[config.mk]
export PLATFORM = sky130hd
export DESIGN_NAME = bank_router
export DESIGN_NICKNAME = d
export VERILOG_FILES = /design/src/logic/dcache_pkg.sv /design/src/logic/bank_router.sv
export SDC_FILE = /design/constraint.sdc
export NUM_CORES = 1
export LEC_CHECK = 0
export BUFFER_PORTS_ARGS = -buffer_cell sky130_fd_sc_hd__buf_2
export CORE_AREA = 4 4 105 107
export DETAILED_ROUTE_END_ITERATION = 16
export DIE_AREA = 0 0 109 111
export RECOVER_POWER = 50
export SLEW_MARGIN = 30
export SYNTH_ARGS = -nofsm -noshare
export SYNTH_HDL_FRONTEND = slang
export SYNTH_SLANG_ARGS = --single-unit
[constraint.sdc]
create_clock -name vclk -period 0.87
set_input_delay 0.087 -clock vclk [all_inputs]
set_output_delay 0.087 -clock vclk [all_outputs]
set_load 0.01 [all_outputs]
[src/logic/dcache_pkg.sv]
package dcache_pkg;

    // One data word of the store.
    typedef logic [31:0] word_t;

    // One enable bit per byte of word_t.
    typedef logic [$bits(word_t)/8-1:0] mask_t;

    // Word address. Only the bank and row bits are decoded.
    typedef logic [15:0] addr_t;

    // Port-A request, used by the fill port and the core write port.
    typedef struct packed {
        logic  valid;
        logic  write;              // Clear for a read.
        mask_t mask;
        addr_t addr;
        word_t data;
    } wr_req_t;

    // Read-only request on port B.
    typedef struct packed {
        logic  valid;
        addr_t addr;
    } rd_req_t;

    // Word returned to a port.
    typedef struct packed {
        logic  valid;
        word_t data;
    } rd_rsp_t;

    // Bytes in one word.
    localparam int WORD_BYTES = $bits(mask_t);

endpackage

[src/logic/bank_router.sv]
`timescale 1ns/1ps

module bank_router
    import dcache_pkg::*;
#(
    parameter int NUM_BANKS  = 2,
    parameter int BANK_DEPTH = 512,
    localparam int SEL_W     = (NUM_BANKS > 1) ? $clog2(NUM_BANKS) : 1
) (
    input  logic             clk,
    input  logic             reset,
    input  wr_req_t          fill_req,
    input  wr_req_t          core_wr,
    input  rd_req_t          core_rd,
    output wr_req_t          bank_a [NUM_BANKS],
    output rd_req_t          bank_b [NUM_BANKS],
    output logic [SEL_W-1:0] a_sel,
    output logic [SEL_W-1:0] b_sel,
    output logic             a_rd,
    output logic             b_rd,
    output logic             core_wbusy
);

    if ((NUM_BANKS & (NUM_BANKS - 1)) != 0) begin : g_bad_banks
        $error("bank_router: NUM_BANKS must be a power of two");
    end

    // Low address bits pick the bank.
    function automatic logic [SEL_W-1:0] bank_of(input addr_t addr);
        return SEL_W'(addr % NUM_BANKS);
    endfunction

    // Next bits pick the row. Higher bits are dropped.
    function automatic addr_t row_of(input addr_t addr);
        return addr_t'((addr / NUM_BANKS) % BANK_DEPTH);
    endfunction

    logic [SEL_W-1:0] fill_bank;
    logic [SEL_W-1:0] wr_bank;
    logic [SEL_W-1:0] rd_bank;

    wr_req_t fill_row;             // Fill request with row address.
    wr_req_t wr_row;
    addr_t   rd_row;

    logic [NUM_BANKS-1:0] fill_gnt;
    logic [NUM_BANKS-1:0] core_gnt;

    always_comb begin
        fill_bank     = bank_of(fill_req.addr);
        wr_bank       = bank_of(core_wr.addr);
        rd_bank       = bank_of(core_rd.addr);
        fill_row      = fill_req;
        fill_row.addr = row_of(fill_req.addr);
        wr_row        = core_wr;
        wr_row.addr   = row_of(core_wr.addr);
        rd_row        = row_of(core_rd.addr);
    end

    // Fill always wins port A of its bank.
    assign core_wbusy = fill_req.valid && core_wr.valid && (fill_bank == wr_bank);

    always_comb begin
        for (int b = 0; b < NUM_BANKS; b++) begin
            fill_gnt[b] = fill_req.valid && (fill_bank == SEL_W'(b));
            core_gnt[b] = core_wr.valid && (wr_bank == SEL_W'(b)) && !fill_gnt[b];
            if (fill_gnt[b]) begin
                bank_a[b] = fill_row;
            end else if (core_gnt[b]) begin
                bank_a[b] = wr_row;
            end else begin
                bank_a[b] = '0;
            end
            bank_b[b].valid = core_rd.valid && (rd_bank == SEL_W'(b));
            bank_b[b].addr  = rd_row;
        end
    end

    // Reads issued this cycle feed the return path.
    assign a_sel = fill_bank;
    assign a_rd  = fill_req.valid && !fill_req.write;
    assign b_sel = rd_bank;
    assign b_rd  = core_rd.valid;

    for (genvar b = 0; b < NUM_BANKS; b++) begin : g_chk
        one_owner: assert property (
            @(posedge clk) disable iff (reset) !(fill_gnt[b] && core_gnt[b])
        ) else $error("bank_router: bank %0d granted twice", b);
    end

    busy_cause: assert property (
        @(posedge clk) disable iff (reset)
        core_wbusy |-> fill_req.valid && (bank_of(fill_req.addr) == bank_of(core_wr.addr))
    ) else $error("bank_router: core_wbusy without a fill in the same bank");

endmodule

After elaboration in Yosys (flattened, before gate mapping)
Cells that the tools add are included.
{"block": "totals", "reg_bits": 0, "in_bits": 127, "out_inout_bits": 147, "word_cells": 22}
{"block": "classes", "eq_ne": 1, "muxes": 4, "n_bitwise": 3, "n_reduce_logical": 14}
{"operator": "54-bit two-way mux", "count": 4}
{"operator": "1-bit logical AND", "count": 11}
{"operator": "1-bit zero test", "count": 3}
{"operator": "1-bit NOT", "count": 3}
{"operator": "1-bit equality test", "count": 1}

Logic depth before layout (Yosys ltp)
{"block": "logic_depth", "word_depth": 6, "mapped_depth": 5, "ltp_nobuf": 2}

Worst setup path after synthesis
Ideal clock, no wire load.
{"block": "synth_path", "kind": "input to output", "startpoint": "input fill_req[32] (netlist bit)", "endpoint": "output bank_a[37] (netlist bit)", "t_arrival_ns": 0.754, "required_ns": 0.783, "slack_ns": 0.029, "path_stages": 4, "path_buffers": 2, "path_cell_list": "and2_1 buf_4 buf_4 o21ai_1"}
{"element": "start: declaration", "line_no": "bank_router.sv:12", "text": "input wr_req_t fill_req,"}
{"element": "end: declaration", "line_no": "bank_router.sv:15", "text": "output wr_req_t bank_a [NUM_BANKS],"}

==> run metrics <==
status complete, but fails checks; violated checks negative setup slack; die height 111 um; overall power 2.16 mW; fin crit share 120%; Final Slew Violations 0; clk_buf instances 0; router iterations before antenna repair 4; Initial Utilization 22.5%; PnR worst setup slack -0.170 ns; Finished Core Util 38.9%; n_diodes 0; total gr overflow 0; min-delay src core_rd[4]; f_max 0.961 GHz; Final Hold Fails 0; final setup violation count 95; top sig layer met4; Seq. cell area 0 um^2; Final nets 640; post-route antenna net violation count 0; largest net degree at the start of global routing 50; dominant cell by count in the synthesized netlist nand3_1; synth cell count leaders 92 x nand3_1, 63 x buf_4, 47 x o21ai_1; num ports 274; Mapped Cells 336; max cap viols 0; Core Region 10,100 um^2; die area 12,100 um^2; post-placement cell count 625; GRT Total Usage 17.4%; sequential share of the synthesized area 0%; Synth cell types 16; routed len/inst 19.0 um; Crit. End Element primary output; die span in x 109 um; Post-Route Setup TNS -11.41 ns; Mean Syn Cell Area 6.80 um^2; Mapped Area 2290 um^2; worst min-delay path class input port to primary output; Area Overhead vs Synth 72.6%; total wire length 12,300 um; VDD IR max 226 uV; # rows 37; fin crit period 1.04 ns; Initial DRC Count 338; worst hold path depth 0; Startpoint Class input port; top cells by area, synth buf_4 21%, nand3_1 20%, a31o_1 18%, and3b_1 18%, o21ai_1 10%; Leak Pwr 2.14 nW; DR vias/cell 5.22; drt drc 0; met2 routed WL 6160 um; Worst Setup Slack post-DPL -0.295 ns; Placer Congestion 0.867; number of global-route vias before repair 3,294; yosys warns 0; met3 wire len 1110 um; FFs & Latches 0; post-DP HPWL 7110 um; Worst Hold End bank_b[3]; Synth area leader buf_4; Yosys top cell area share 20.7%; design area 3950 um^2; Arr. time, crit path 0.95 ns; required time worst endpoint 0.78 ns; RSZ-0062 raised after global routing yes; Power Density 548 nW/um^2; Final Instance Count excl. Fillers 647; layout cells sized above 1 57.9%; antenna violations before repair 0; Fin Hold WS 0.174 ns; Placed Area 3130 um^2; vias 3,375; # port buffers 199; first-pass GRT wire length 17,300 um; WS Path Type input port to primary output; Metal-1 WL 4750 um; CP max FO 6
## area by class of cell
| cell class | instances | area, um^2 |
|---|---|---|
| Timing Repair Buffer | 242 | 1850 |
| Tap cell | 136 | 170 |
| Multi-Input combinational cell | 268 | 1920 |
| Fill cell | 1068 | 6190 |
| Inverter | 1 | 3.75 |
## per-layer routing
layer	global-route usage, %	vias to the layer above
met4	4.71	0
met1	20.3	1597
met5	0	-
met3	0.874	24
met2	33.5	217
li1	-	1537
## how the worst max path moves through the flow
stage	end	depth (start not counted)	from
finish	bank_a[89]	6	core_wr[53]
global placement	bank_a[89]	6	fill_req[53]
CTS	bank_a[35]	5	fill_req[32]
floorplan	bank_a[37]	4	fill_req[32]
global route	bank_a[89]	6	core_wr[53]
detailed placement	bank_a[22]	5	fill_req[53]
## cells by family (layout without fill, tap and decap cells)
kind of cell	Yosys count	after routing	share of synthesized area, %
AND/OR/NAND/NOR	145	145	39.7
other	1	28	0.164
buffers and inverters	95	243	31.5
AO/OA/AOI/OAI	94	94	28.2
XOR/XNOR	1	1	0.383
## repair_timing
| item | 4_1_cts | 5_1_grt |
|---|---|---|
| setup buffers | 4 | 3 |
| endpoints found under the hold margin | 0 | 0 |
| pin swaps | 46 | 16 |
| cloned | 10 | 6 |
| setup endpoints to repair | 96 | 95 |
| resized for setup | 52 | 45 |
| hold buffers | 0 | 0 |
## layout by cell type (no fill, tap or decap)
cell type / synthesis / layout
buf_12: 0 / 12
nand3_2: 0 / 15
buf_16: 0 / 12
and3b_1: 46 / 46
nor2b_1: 3 / 1
o21ai_1: 47 / 17
and2_4: 0 / 1
and2_1: 2 / 1
buf_2: 6 / 194
buf_4: 63 / 7
buf_6: 16 / 11
nor2b_4: 0 / 2
clkbuf_16: 0 / 4
a31o_1: 46 / 46
xnor2_2: 0 / 1
nand2b_4: 0 / 1
conb_1: 1 / 28
buf_8: 0 / 2
and3_1: 1 / 1
nand3_4: 0 / 3
nand3_1: 92 / 74
o21ai_2: 0 / 30
inv_2: 1 / 1
a21o_1: 1 / 1
## where the power goes
part           total (mW)  switching, mW  internal [mW]
Clock                   0              0              0
Sequential              0              0              0
Combinational        2.16           1.12           1.04
## critical path, cell delays in order
cell,delay [ns]
buf_8,0.10
nor2b_4,0.13
buf_6,0.13
buf_16,0.13
a31o_1,0.23
buf_2,0.14
No activity file was read; power rests on OpenSTA's default activity.
