$ cat config.mk
export PLATFORM = sky130hd
export DESIGN_NAME = read_return
export DESIGN_NICKNAME = d
export VERILOG_FILES = /design/src/logic/dcache_pkg.sv /design/src/logic/read_return.sv
export SDC_FILE = /design/constraint.sdc
export NUM_CORES = 1
export LEC_CHECK = 0
export BUFFER_PORTS_ARGS = -buffer_cell sky130_fd_sc_hd__buf_4
export CORE_ASPECT_RATIO = 1.5
export CORE_MARGIN = 1
export CORE_UTILIZATION = 35
export CTS_BUF_LIST = sky130_fd_sc_hd__clkbuf_4 sky130_fd_sc_hd__clkbuf_8 sky130_fd_sc_hd__clkbuf_16
export DETAILED_ROUTE_END_ITERATION = 8
export PLACE_DENSITY = 0.7
export SETUP_SLACK_MARGIN = 0.1
export SLEW_MARGIN = 25
export SYNTH_ARGS = -nofsm -noshare
export SYNTH_HDL_FRONTEND = slang
export SYNTH_SLANG_ARGS = --single-unit
$ cat constraint.sdc
create_clock -name clk -period 1.4 [get_ports clk]
set_clock_uncertainty 0.05 [all_clocks]
set_input_delay 0.35 -clock clk [delete_from_list [all_inputs] [get_ports clk]]
set_output_delay 0.35 -clock clk [all_outputs]
set_load 0.02 [all_outputs]
$ cat src/logic/dcache_pkg.sv
package dcache_pkg;

    // One data word of the store.
    typedef logic [31:0] word_t;

    // One enable bit per byte of word_t.
    typedef logic [$bits(word_t)/8-1:0] mask_t;

    // Word address. Only the bank and row bits are decoded.
    typedef logic [15:0] addr_t;

    // Port-A request, used by the fill port and the core write port.
    typedef struct packed {
        logic  valid;
        logic  write;              // Clear for a read.
        mask_t mask;
        addr_t addr;
        word_t data;
    } wr_req_t;

    // Read-only request on port B.
    typedef struct packed {
        logic  valid;
        addr_t addr;
    } rd_req_t;

    // Word returned to a port.
    typedef struct packed {
        logic  valid;
        word_t data;
    } rd_rsp_t;

    // Bytes in one word.
    localparam int WORD_BYTES = $bits(mask_t);

endpackage

$ cat src/logic/read_return.sv
`timescale 1ns/1ps

module read_return
    import dcache_pkg::*;
#(
    parameter int NUM_BANKS = 2,
    localparam int SEL_W    = (NUM_BANKS > 1) ? $clog2(NUM_BANKS) : 1
) (
    input  logic             clk,
    input  logic             reset,
    input  logic [SEL_W-1:0] a_sel,
    input  logic [SEL_W-1:0] b_sel,
    input  logic             a_rd,
    input  logic             b_rd,
    input  word_t            a_data [NUM_BANKS],
    input  word_t            b_data [NUM_BANKS],
    output rd_rsp_t          fill_rsp,
    output rd_rsp_t          core_rsp
);

    // Index 0 is the fill port, index 1 the core port.
    logic [SEL_W-1:0] sel_q1 [2];
    logic [SEL_W-1:0] sel_q2 [2];
    logic [1:0]       rd_q1;
    logic [1:0]       rd_q2;
    logic [1:0]       rsp_valid;
    word_t            rsp_data [2];
    word_t            pick [2];

    always_ff @(posedge clk) begin
        if (reset) begin
            rd_q1     <= '0;
            rd_q2     <= '0;
            rsp_valid <= '0;
            for (int p = 0; p < 2; p++) begin
                sel_q1[p] <= '0;
                sel_q2[p] <= '0;
            end
        end else begin
            rd_q1     <= {b_rd, a_rd};
            rd_q2     <= rd_q1;
            rsp_valid <= rd_q2;
            sel_q1[0] <= a_sel;
            sel_q1[1] <= b_sel;
            for (int p = 0; p < 2; p++) begin
                sel_q2[p] <= sel_q1[p];
            end
        end
    end

    // Bank words line up with the second index stage.
    assign pick[0] = a_data[sel_q2[0]];
    assign pick[1] = b_data[sel_q2[1]];

    always_ff @(posedge clk) begin
        for (int p = 0; p < 2; p++) begin
            if (rd_q2[p]) begin
                rsp_data[p] <= pick[p];
            end
        end
    end

    assign fill_rsp = '{valid: rsp_valid[0], data: rsp_data[0]};
    assign core_rsp = '{valid: rsp_valid[1], data: rsp_data[1]};

    // Read sampled at one edge is visible after the second edge that follows.
    fill_latency: assert property (
        @(posedge clk) disable iff (reset) a_rd |-> ##3 fill_rsp.valid
    ) else $error("read_return: fill response missing");

    core_latency: assert property (
        @(posedge clk) disable iff (reset) b_rd |-> ##3 core_rsp.valid
    ) else $error("read_return: core response missing");

endmodule

# Word-level counts from Yosys, hierarchy flattened
# Memories as Yosys holds them, arrays and structs flattened.
# Index checks and enable logic that the tools add are counted.
# W data, S select, Z words.
[totals] reg_bits=6 ramBits=68 input_bits=134 out_inout_bits=66 wordCells=31 n_memories=3
[mem_list] name="rsp_data" words=2 width=32 rd=2 rd_clocked_by_memory_dff=0 wr=2 line="read_return.sv:27" text="word_t rsp_data [2];"
[mem_list] name="sel_q1" words=2 width=1 rd=2 rd_clocked_by_memory_dff=0 wr=2 line="read_return.sv:22" text="logic [SEL_W-1:0] sel_q1 [2];"
[mem_list] name="sel_q2" words=2 width=1 rd=2 rd_clocked_by_memory_dff=0 wr=2 line="read_return.sv:23" text="logic [SEL_W-1:0] sel_q2 [2];"
[op_classes] n_lt_le_gt_ge=2 mux=17 bitwise_logic=6
[op_table] op="$mux W32" n=6
[op_table] op="$mux W1" n=11
[op_table] op="$ge A2 B2 Y1 const B" n=2
[op_table] op="$not A1 Y2" n=2
[op_table] op="$or A1 B1 Y1" n=4

# Logic depth before layout (Yosys ltp)
# Gate-level depths: netlist of run 1.
[logic_depth] depth_word=4 mapped_depth=3 ltp_nobuf=1

# Worst setup path after synthesis of run 1
# OpenSTA, ideal clock, no wires.
[synth_timing] path_type="reg2reg" startpoint="reg rd_q2[0]" endpoint="mem rsp_data[0][0] in the netlist's numbering, enable pin" arrival_time_ps=977 t_required_ps=959 setup_slack_ps=-19 path_stages_with_launch=1 period_less_slack_ps=1419 path_cell_list="dfxtp_1"
[synth_lines] element="start: declaration" line="read_return.sv:25" text="logic [1:0] rd_q2;"
[synth_lines] element="start signal: assignment" line="read_return.sv:41" text="rd_q2 <= rd_q1;"
[synth_lines] element="end: declaration" line="read_return.sv:27"

==> summary.txt, run 1 <==
Synthesis
  • Largest family of logic cells by synthesized area: multiplexers
  • Post-synthesis simple-gate area fraction: 0.0191
  • Mapped Area: around 3300 um2
  • Syn_area_per_cell: between 20 and 25 um2
  • Post-Syn Instances: 156
  • Xor/xnor share of the synthesized area: 0
  • Distinct cells, synth: 7
  • Multiplexer share of the synthesized area: 0.289
  • Synth Area in Compound Gates: 0
  • Syn_nets: 290
  • YS warnings: 0
  • Sequential fraction of the synthesis area: 0.648
  • Number of synthesized register bits: between 70 and 80
  • Adder-Cell Fraction of Synth Area: 0

Die
  • Core ar.: just under 9000 um2
  • Row count: 42
  • Io pins: 200
  • DIE WIDTH: 81.0 um
  • Die area: 9750 um2
  • Initial Utilization: 0.366
  • Die height: between 100 and 150 um

Worst setup path
  • Kind of critical path: reg2out
  • Worst EP arrival: roughly 0.88 ns
  • Crit path from: rsp_data[0][50]
  • Crit. End Element: primary output
  • WP depth: 1
  • Dominant delay contributor by cell family on the critical path: flip-flops
  • Reg2reg path depth: 2
  • CP startpoint kind: flop
  • Crit-path slowest cell: edfxtp_1
  • Slowest stage delay, CP: roughly 0.40 ns
  • Reg-to-reg endpoint: rsp_data[0][0]
  • Flop-to-flop setup slack: around 0.13 ns
  • Crit-path cells: buf_6
  • Buffers & Inverters on Critical Path: 1
  • Critical-path maximum fanout: 1
  • Req. time, crit path: 1.00 ns
  • Worst r2r src: sel_q2[0][0]

Clocking
  • H-Tree Depth: 3
  • Skew-Pair Late Insertion Delay: 0.33 ns
  • CTS hold repair buffers: 0
  • Setup repair bufs after CTS: 0
  • Clock Sink Count: 74
  • TritonCTS Buffers: 9
  • Longest Clk Path Bufs: 2
  • Clock root cell: clkbuf_16
  • CTS clock-pin slew for the worst setup and hold paths: around 0.050 ns
  • CTS tree: built

Timing
  • Setup ws final: 0.121 ns
  • Setup TNS: 0 ns
  • Final setup violating endpoints: 0
  • Final critical-path required period: about 1.3 ns
  • Final Max Slew Viols: 0
  • Slew @ Worst Pin: 0.252 ns
  • Rel. slew slack: 0.832
  • RSZ-0062 raised after global routing: true
  • Fmax: about 0.8 GHz
  • Hold slack: 0.182 ns
  • Final period util: 0.914
  • Final hold vios: 0

Global routing
  • Initial antenna violation count: 0
  • M2 GR Usage: 0.273
  • GR Util All Layers: 0.149
  • Pin count of the biggest net entering global routing: 34
  • Global-route wire length before repair: 10.4 mm
  • Layer with the highest usage: met2
  • GRT overflow: 0
  • Vias in the first global route: 2276
  • GR Util met3: 0.0491
  • Met1 global-route usage: 0.138

Route
  • Drt total wl: between 7 and 8 mm
  • Detail Route Antenna Nets: 0
  • Drt wl/cell: roughly 15 um
  • DRT iter0 DRCs: 32
  • First-pass DRT Iterations: 4
  • Drc violations: 0
  • Vias: between 2000 and 2500
  • Via/cell ratio: about 4.5

Min path
  • Hold Path Cell Cnt: 2
  • Hold Startpoint: b_sel
  • Hold Crit Endpoint: sel_q1[0][1]
  • Hold Path Class: in2reg

Pwr
  • Switch Pwr: between 1000 and 1500 uW
  • Leakage: roughly 0.0023 uW
  • Power share of the clock group: 0.421
  • Combinational group share of total power: 0.134
  • Switching Fraction: 0.191
  • PwrDens: 1080 nW/um2
  • P_int: between 4000 and 5000 uW
  • Peak supply drop: 0.657 mV
  • Sequential share of power: 0.445

Placement
  • GPL Wtd Cong: between 0.7 and 0.8
  • Post-Place Cell Area: 4870 um2
  • DP Worst Slack: between 0.1 and 0.15 ns
  • PortBufs: 199

Flow run
  • Max-cap viol count: 0

Final layout
  • Final Net Count: 497
  • Layout area overhead: 59.9%
  • Design Area, Final: ~5200 um2
  • Inserted Diodes: 0
  • Layout cell share with drive strength beyond 1: 0.783
  • Fin util: 0.586

Run status
  • Status: finished clean
[area by class of cell]
| type | count | area, um2 |
|---|---|---|
| flip-flops and latches | 74 | 2130 |
| fillers | 715 | 3700 |
| multi-input cells | 74 | 1010 |
| clock buffers | 16 | 325 |
| repair buffers | 204 | 1630 |
| well taps | 110 | 138 |
[cells in the mapped netlist (all sizes together)]
master  number  share of area
buf          8          0.044
edfxtp      64           0.59
nor2b       10          0.019
dfxtp       10          0.061
mux2        64           0.29
[cell families (layout without fill, tap and decap cells)]
family / count (synthesis) / after routing
multiplexers: 64 / 64
buffers and inverters: 8 / 220
flip-flops: 74 / 74
AND/OR/NAND/NOR: 10 / 10
[per-layer routing]
layer	wire (um)	vias to the layer above
li1	-	1011
met1	2270	977
met2	3920	131
met3	737	20
met4	229	0
met5	0	-
[flip-flops by register name, indices dropped and copies added (netlist names)]
register and flops:
rsp_data 64, rd_q2 2, sel_q1 2, rsp_valid 2, rd_q1 2, sel_q2 2
[per-stage QoR]
| step | total power (uW) | instances |
|---|---|---|
| 2_1_floorplan | 2920 | 156 |
| 3_3_place_gp | 3300 | 462 |
| 3_5_place_dp | 3320 | 462 |
| 4_1_cts | 5730 | 478 |
| 5_1_grt | 5870 | 478 |
| 6_report | 5660 | 478 |
[cells in the final DEF (no fill, tap or decap), drive strengths merged]
master | Yosys | routed
buf | 8 | 204
edfxtp | 64 | 64
mux2 | 64 | 64
clkbuf | 0 | 16
nor2b | 10 | 10
dfxtp | 10 | 10
[worst max path at each step]
stage,to,slack (ns)
after floorplan,rsp_data[0][10],0.23
after global placement,rsp_data[0][36],0.13
after detailed placement,rsp_data[0][50],0.11
after CTS,core_rsp[18],0.1
after global routing,core_rsp[18],0.09
final,core_rsp[18],0.12
[what timing repair did]
item / in CTS / in global routing
resized for setup: 1 / 10
pin swaps: 0 / 0
endpoints found under the hold margin: 0 / 0
setup endpoints to repair: 1 / 28
[power groups by stage]
stage	combinational (uW)	clock, uW	sequential, uW
floorplan	277	0	2640
global placement	746	0	2560
detailed placement	762	0	2560
CTS	764	2450	2510
global route	806	2540	2520
finish	759	2380	2510
(Power assumes the default switching activity.)
==> inputs of run 2 (changes only) <==
--- a/config.mk
+++ b/config.mk
@@ -6,7 +6,7 @@
 export NUM_CORES = 1
 export LEC_CHECK = 0
 export BUFFER_PORTS_ARGS = -buffer_cell sky130_fd_sc_hd__buf_4
-export CORE_ASPECT_RATIO = 1.5
+export CORE_ASPECT_RATIO = 0.8
 export CORE_MARGIN = 1
 export CORE_UTILIZATION = 35
 export CTS_BUF_LIST = sky130_fd_sc_hd__clkbuf_4 sky130_fd_sc_hd__clkbuf_8 sky130_fd_sc_hd__clkbuf_16
==> summary.txt, run 2 (synthesis results as in run 1) <==
Timing
  • Rel. slew slack: 0.836
  • Final critical-path required period: between 1 and 1.5 ns
  • Final Max Slew Viols: 0
  • Final setup violating endpoints: 0
  • Slew @ Worst Pin: 0.245 ns
  • Fmax: roughly 0.79 GHz
  • Final period util: 0.904
  • Setup TNS: 0 ns
  • RSZ-0062 raised after global routing: true
  • Final hold vios: 0

Worst setup path
  • Req. time, crit path: 1.00 ns
  • Kind of critical path: reg2out
  • Slowest stage delay, CP: 0.38 ns
  • Crit-path slowest cell: edfxtp_1
  • Worst EP arrival: 0.87 ns
  • Critical-path maximum fanout: 1
  • Dominant delay contributor by cell family on the critical path: flip-flops
  • CP startpoint kind: flop
  • Crit-path cells: buf_4
  • Crit. End Element: primary output
  • Buffers & Inverters on Critical Path: 1

Route
  • Drt wl/cell: between 15 and 20 um
  • Drt total wl: 7.25 mm
  • Drc violations: 1
  • DRT iter0 DRCs: 69
  • First-pass DRT Iterations: 6
  • Vias: 2092
  • Detail Route Antenna Nets: 0
  • Via/cell ratio: between 4 and 5

Global routing
  • Vias in the first global route: slightly above 2000
  • Pin count of the biggest net entering global routing: 34
  • Global-route wire length before repair: about 10 mm
  • GR Util All Layers: 0.143
  • GRT overflow: 0
  • Initial antenna violation count: 0

Min path
  • Hold Path Class: in2reg

Die
  • Die area: between 9000 and 10000 um2
  • Io pins: 200
  • Core ar.: 9080 um2
  • Initial Utilization: 0.361
  • Die height: around 88 um
  • Row count: 31
  • DIE WIDTH: about 110 um

Clocking
  • Post_cts resized: 0
  • CTS hold repair buffers: 0
  • TritonCTS Buffers: 9
  • Clock Sink Count: 74
  • Setup repair bufs after CTS: 0
  • Longest Clk Path Bufs: 2
  • CTS clock-pin slew for the worst setup and hold paths: about 0.060 ns
  • Clock root cell: clkbuf_16
  • Skew-Pair Late Insertion Delay: around 0.32 ns
  • H-Tree Depth: 3
  • CTS tree: built

Final layout
  • Design Area, Final: ~5200 um2
  • Largest Register: rsp_data
  • Most common library cell in the layout ignoring fill and taps: buf_4
  • Area of the multi-input gates: between 1000 and 1500 um2
  • Fin cells: 482
  • Layout area overhead: 59.3%
  • Fill count: 761
  • Number of flip-flops in the largest register: between 60 and 70
  • Reg area: around 2100 um2
  • Layout cell share with drive strength beyond 1: 0.782
  • Final Net Count: about 500
  • Inserted Diodes: 0
  • Commonest cells after routing, fill and taps aside: buf_4, edfxtp_1, mux2_4

Flow run
  • Max-cap viol count: 0

Placement
  • GPL Wtd Cong: between 0.6 and 0.7
  • DPL Wire Length: around 5.3 mm
  • PortBufs: 199
  • Post-Place Cell Area: about 4900 um2
  • Placed cell count: roughly 470

Pwr
  • Peak supply drop: 0.840 mV
  • Leakage: about 0.0023 uW
  • PwrDens: 1130 nW/um2

Run status
  • Failing checks: DRC
  • Status: complete, but fails checks
==> run 2: final timing paths <==
kind	endpoint	from	slack, ns	cells after the start
worst min register to register	rd_q2[1]	rd_q1[1]	0.39	1
worst min-delay path	sel_q1[0][0]	a_sel	0.19	2
worst max register to register	rsp_data[0][0]	sel_q2[0][0]	0.14	2
worst max-delay path	fill_rsp[18]	rsp_data[0][18]	0.13	1
==> run 2: cell type report <==
cell class / count / area share
sequential: 74 / 0.408
timing repair buffer: 203 / 0.303
multi-input combinational: 74 / 0.193
clock buffer: 13 / 0.0547
tap: 115 / 0.0276
clock inverter: 3 / 0.0130
==> run 2: metrics by stage <==
stage / setup slack (ns) / total power, uW / utilization / hold WS (ns)
after global placement: 0.161 / 3300 / 0.535 / 0.373
after global routing: 0.0994 / 6110 / 0.574 / 0.188
after floorplan: 0.231 / 2920 / - / 0.364
final: 0.134 / 5910 / 0.574 / 0.192
after detailed placement: 0.140 / 3320 / 0.535 / 0.378
after CTS: 0.117 / 5980 / 0.574 / 0.179
==> run 2: report_power, final <==
group	internal [uW]	switching (uW)
sequential	2490	20.8
combinational	506	250
clock	1790	855
total	4780	1130
==> run 2: metal layers <==
metal	share of wire	global-route usage
met1	0.39	0.176
met2	0.52	0.238
met3	0.076	0.0390
met4	0.010	0.0586
met5	0	0
==> inputs of run 3 (changes only) <==
--- a/config.mk
+++ b/config.mk
@@ -7,11 +7,12 @@
 export LEC_CHECK = 0
 export BUFFER_PORTS_ARGS = -buffer_cell sky130_fd_sc_hd__buf_4
 export CORE_ASPECT_RATIO = 0.8
-export CORE_MARGIN = 1
+export CORE_MARGIN = 2
 export CORE_UTILIZATION = 35
 export CTS_BUF_LIST = sky130_fd_sc_hd__clkbuf_4 sky130_fd_sc_hd__clkbuf_8 sky130_fd_sc_hd__clkbuf_16
 export DETAILED_ROUTE_END_ITERATION = 8
 export PLACE_DENSITY = 0.7
+export REMOVE_ABC_BUFFERS = 1
 export SETUP_SLACK_MARGIN = 0.1
 export SLEW_MARGIN = 25
 export SYNTH_ARGS = -nofsm -noshare
==> summary.txt, run 3 (synthesis results as in run 1) <==
Run status
  • Status: finished clean

Worst setup path
  • Worst EP arrival: 0.87 ns
  • Crit. End Element: primary output
  • Crit-path cells: buf_6
  • Kind of critical path: reg2out
  • Req. time, crit path: 1.00 ns
  • Buffers & Inverters on Critical Path: 1
  • Reg2reg path depth: 2
  • Slowest stage delay, CP: approximately 0.40 ns
  • Critical-path maximum fanout: 1
  • Crit-path slowest cell: edfxtp_1
  • Reg-to-reg endpoint: rsp_data[0][0]
  • Flop-to-flop setup slack: roughly 0.16 ns
  • Worst r2r src: sel_q2[0][0]
  • CP startpoint kind: flop
  • Dominant delay contributor by cell family on the critical path: flip-flops

Die
  • Row count: 31
  • Die height: 90.5 um
  • Io pins: 200
  • Initial Utilization: 0.361
  • DIE WIDTH: roughly 110 um
  • Core ar.: around 9100 um2
  • Die area: 10100 um2

Timing
  • Final hold vios: 0
  • Final setup violating endpoints: 0
  • Final period util: 0.908
  • Rel. slew slack: 0.864
  • Fmax: 0.786 GHz
  • Slew @ Worst Pin: roughly 0.2 ns
  • Final critical-path required period: 1.27 ns
  • Setup ws final: 0.128 ns
  • Final Max Slew Viols: 0
  • RSZ-0062 raised after global routing: true

Placement
  • DP Worst Slack: about 0.17 ns
  • PortBufs: between 150 and 200
  • GPL Wtd Cong: between 0.7 and 0.8
  • DPL Wire Length: 6.12 mm
  • Placed cell count: 471
  • Post-Place Cell Area: slightly below 5000 um2

Final layout
  • Final Net Count: between 500 and 600
  • Design Area, Final: 5250 um2
  • Fin util: 0.578
  • Number of flip-flops in the largest register: 64
  • Fill count: 749
  • Commonest cells after routing, fill and taps aside: buf_4, edfxtp_1, mux2_4
  • Largest Register: rsp_data
  • Fin cells: 487
  • Inserted Diodes: 0
  • Layout area overhead: 60.2%
  • Most common library cell in the layout ignoring fill and taps: buf_4
  • Layout cell share with drive strength beyond 1: 0.782

Global routing
  • GR Util All Layers: 0.147
  • Vias in the first global route: around 2200
  • GRT overflow: 0
  • Pin count of the biggest net entering global routing: 34
  • Initial antenna violation count: 0
  • Global-route wire length before repair: around 11 mm

Flow run
  • Max-cap viol count: 0

Clocking
  • CTS tree: built
  • TritonCTS Buffers: 9
  • H-Tree Depth: 3
  • Clock root cell: clkbuf_16
  • Skew-Pair Late Insertion Delay: approximately 0.32 ns
  • Post_cts resized: 0
  • CTS hold repair buffers: 0
  • CTS clock-pin slew for the worst setup and hold paths: ~0.060 ns
  • Setup repair bufs after CTS: 0
  • Longest Clk Path Bufs: 2
  • Clock Sink Count: 74

Min path
  • Hold Path Class: in2reg
  • Hold Startpoint: a_sel
  • Hold Path Cell Cnt: 2
  • Hold Crit Endpoint: sel_q1[0][0]

Route
  • Detail Route Antenna Nets: 0
  • Drt wl/cell: about 16 um
  • Drt total wl: 7.79 mm
  • Drc violations: 0
  • First-pass DRT Iterations: 4
  • Vias: roughly 2100
  • DRT iter0 DRCs: 35
  • Via/cell ratio: 4.37

Pwr
  • Power Total: between 5000 and 6000 uW
  • Peak supply drop: about 0.74 mV
  • Leakage: about 0.0023 uW
  • PwrDens: between 1000 and 1500 nW/um2
## run 3: cell types whose count changed in the layout (fill, tap and decap cells not counted), sizes merged
| cell | change |
|---|---|
| buf | +5 |
| bufinv | -1 |
| clkbuf | -1 |
| clkinv | +2 |
| clkinvlp | -1 |
| inv | +1 |
## run 3: where the power goes
group	switching [uW]	total [uW]	internal (uW)	leakage (uW)
clock	867	2490	1620	0.000167
sequential	21.2	2510	2490	0.000671
combinational	254	768	514	0.00149
## run 3: how the worst max path moves through the flow
stage	from	to	slack, ns	cells past startpoint
after CTS	rsp_data[0][56]	core_rsp[24]	0.11	1
final	rsp_data[0][56]	core_rsp[24]	0.13	1
after global routing	rsp_data[0][50]	core_rsp[18]	0.09	1
after global placement	sel_q2[0][0]	rsp_data[0][0]	0.19	2
after detailed placement	sel_q2[0][1]	rsp_data[0][57]	0.17	2
after floorplan	sel_q2[0][0]	rsp_data[0][0]	-0.68	1
## run 3: layout make-up
class / instances / area [um2] / area share
Timing Repair Buffer: 208 / 1630 / 0.311
Clock inverter: 4 / 53.8 / 0.0103
Clock buffer: 12 / 283 / 0.0539
Multi-Input combinational cell: 74 / 1010 / 0.192
Tap cell: 115 / 144 / 0.0274
Sequential cell: 74 / 2130 / 0.405
## run 3: stage by stage
step,hold WS [ns],setup TNS (ns)
4_1_cts,0.182,0
3_5_place_dp,0.377,0
3_3_place_gp,0.370,0
6_report,0.192,0
2_1_floorplan,0.364,-40.38
5_1_grt,0.190,0
## run 3: per-layer routing
metal / up-vias / wire length [um] / track usage
met2: 87 / 4150 / 0.260
met4: 0 / 135 / 0.0579
met3: 12 / 553 / 0.0483
met5: - / 0 / 0
met1: 1006 / 2940 / 0.165
li1: 1021 / - / -
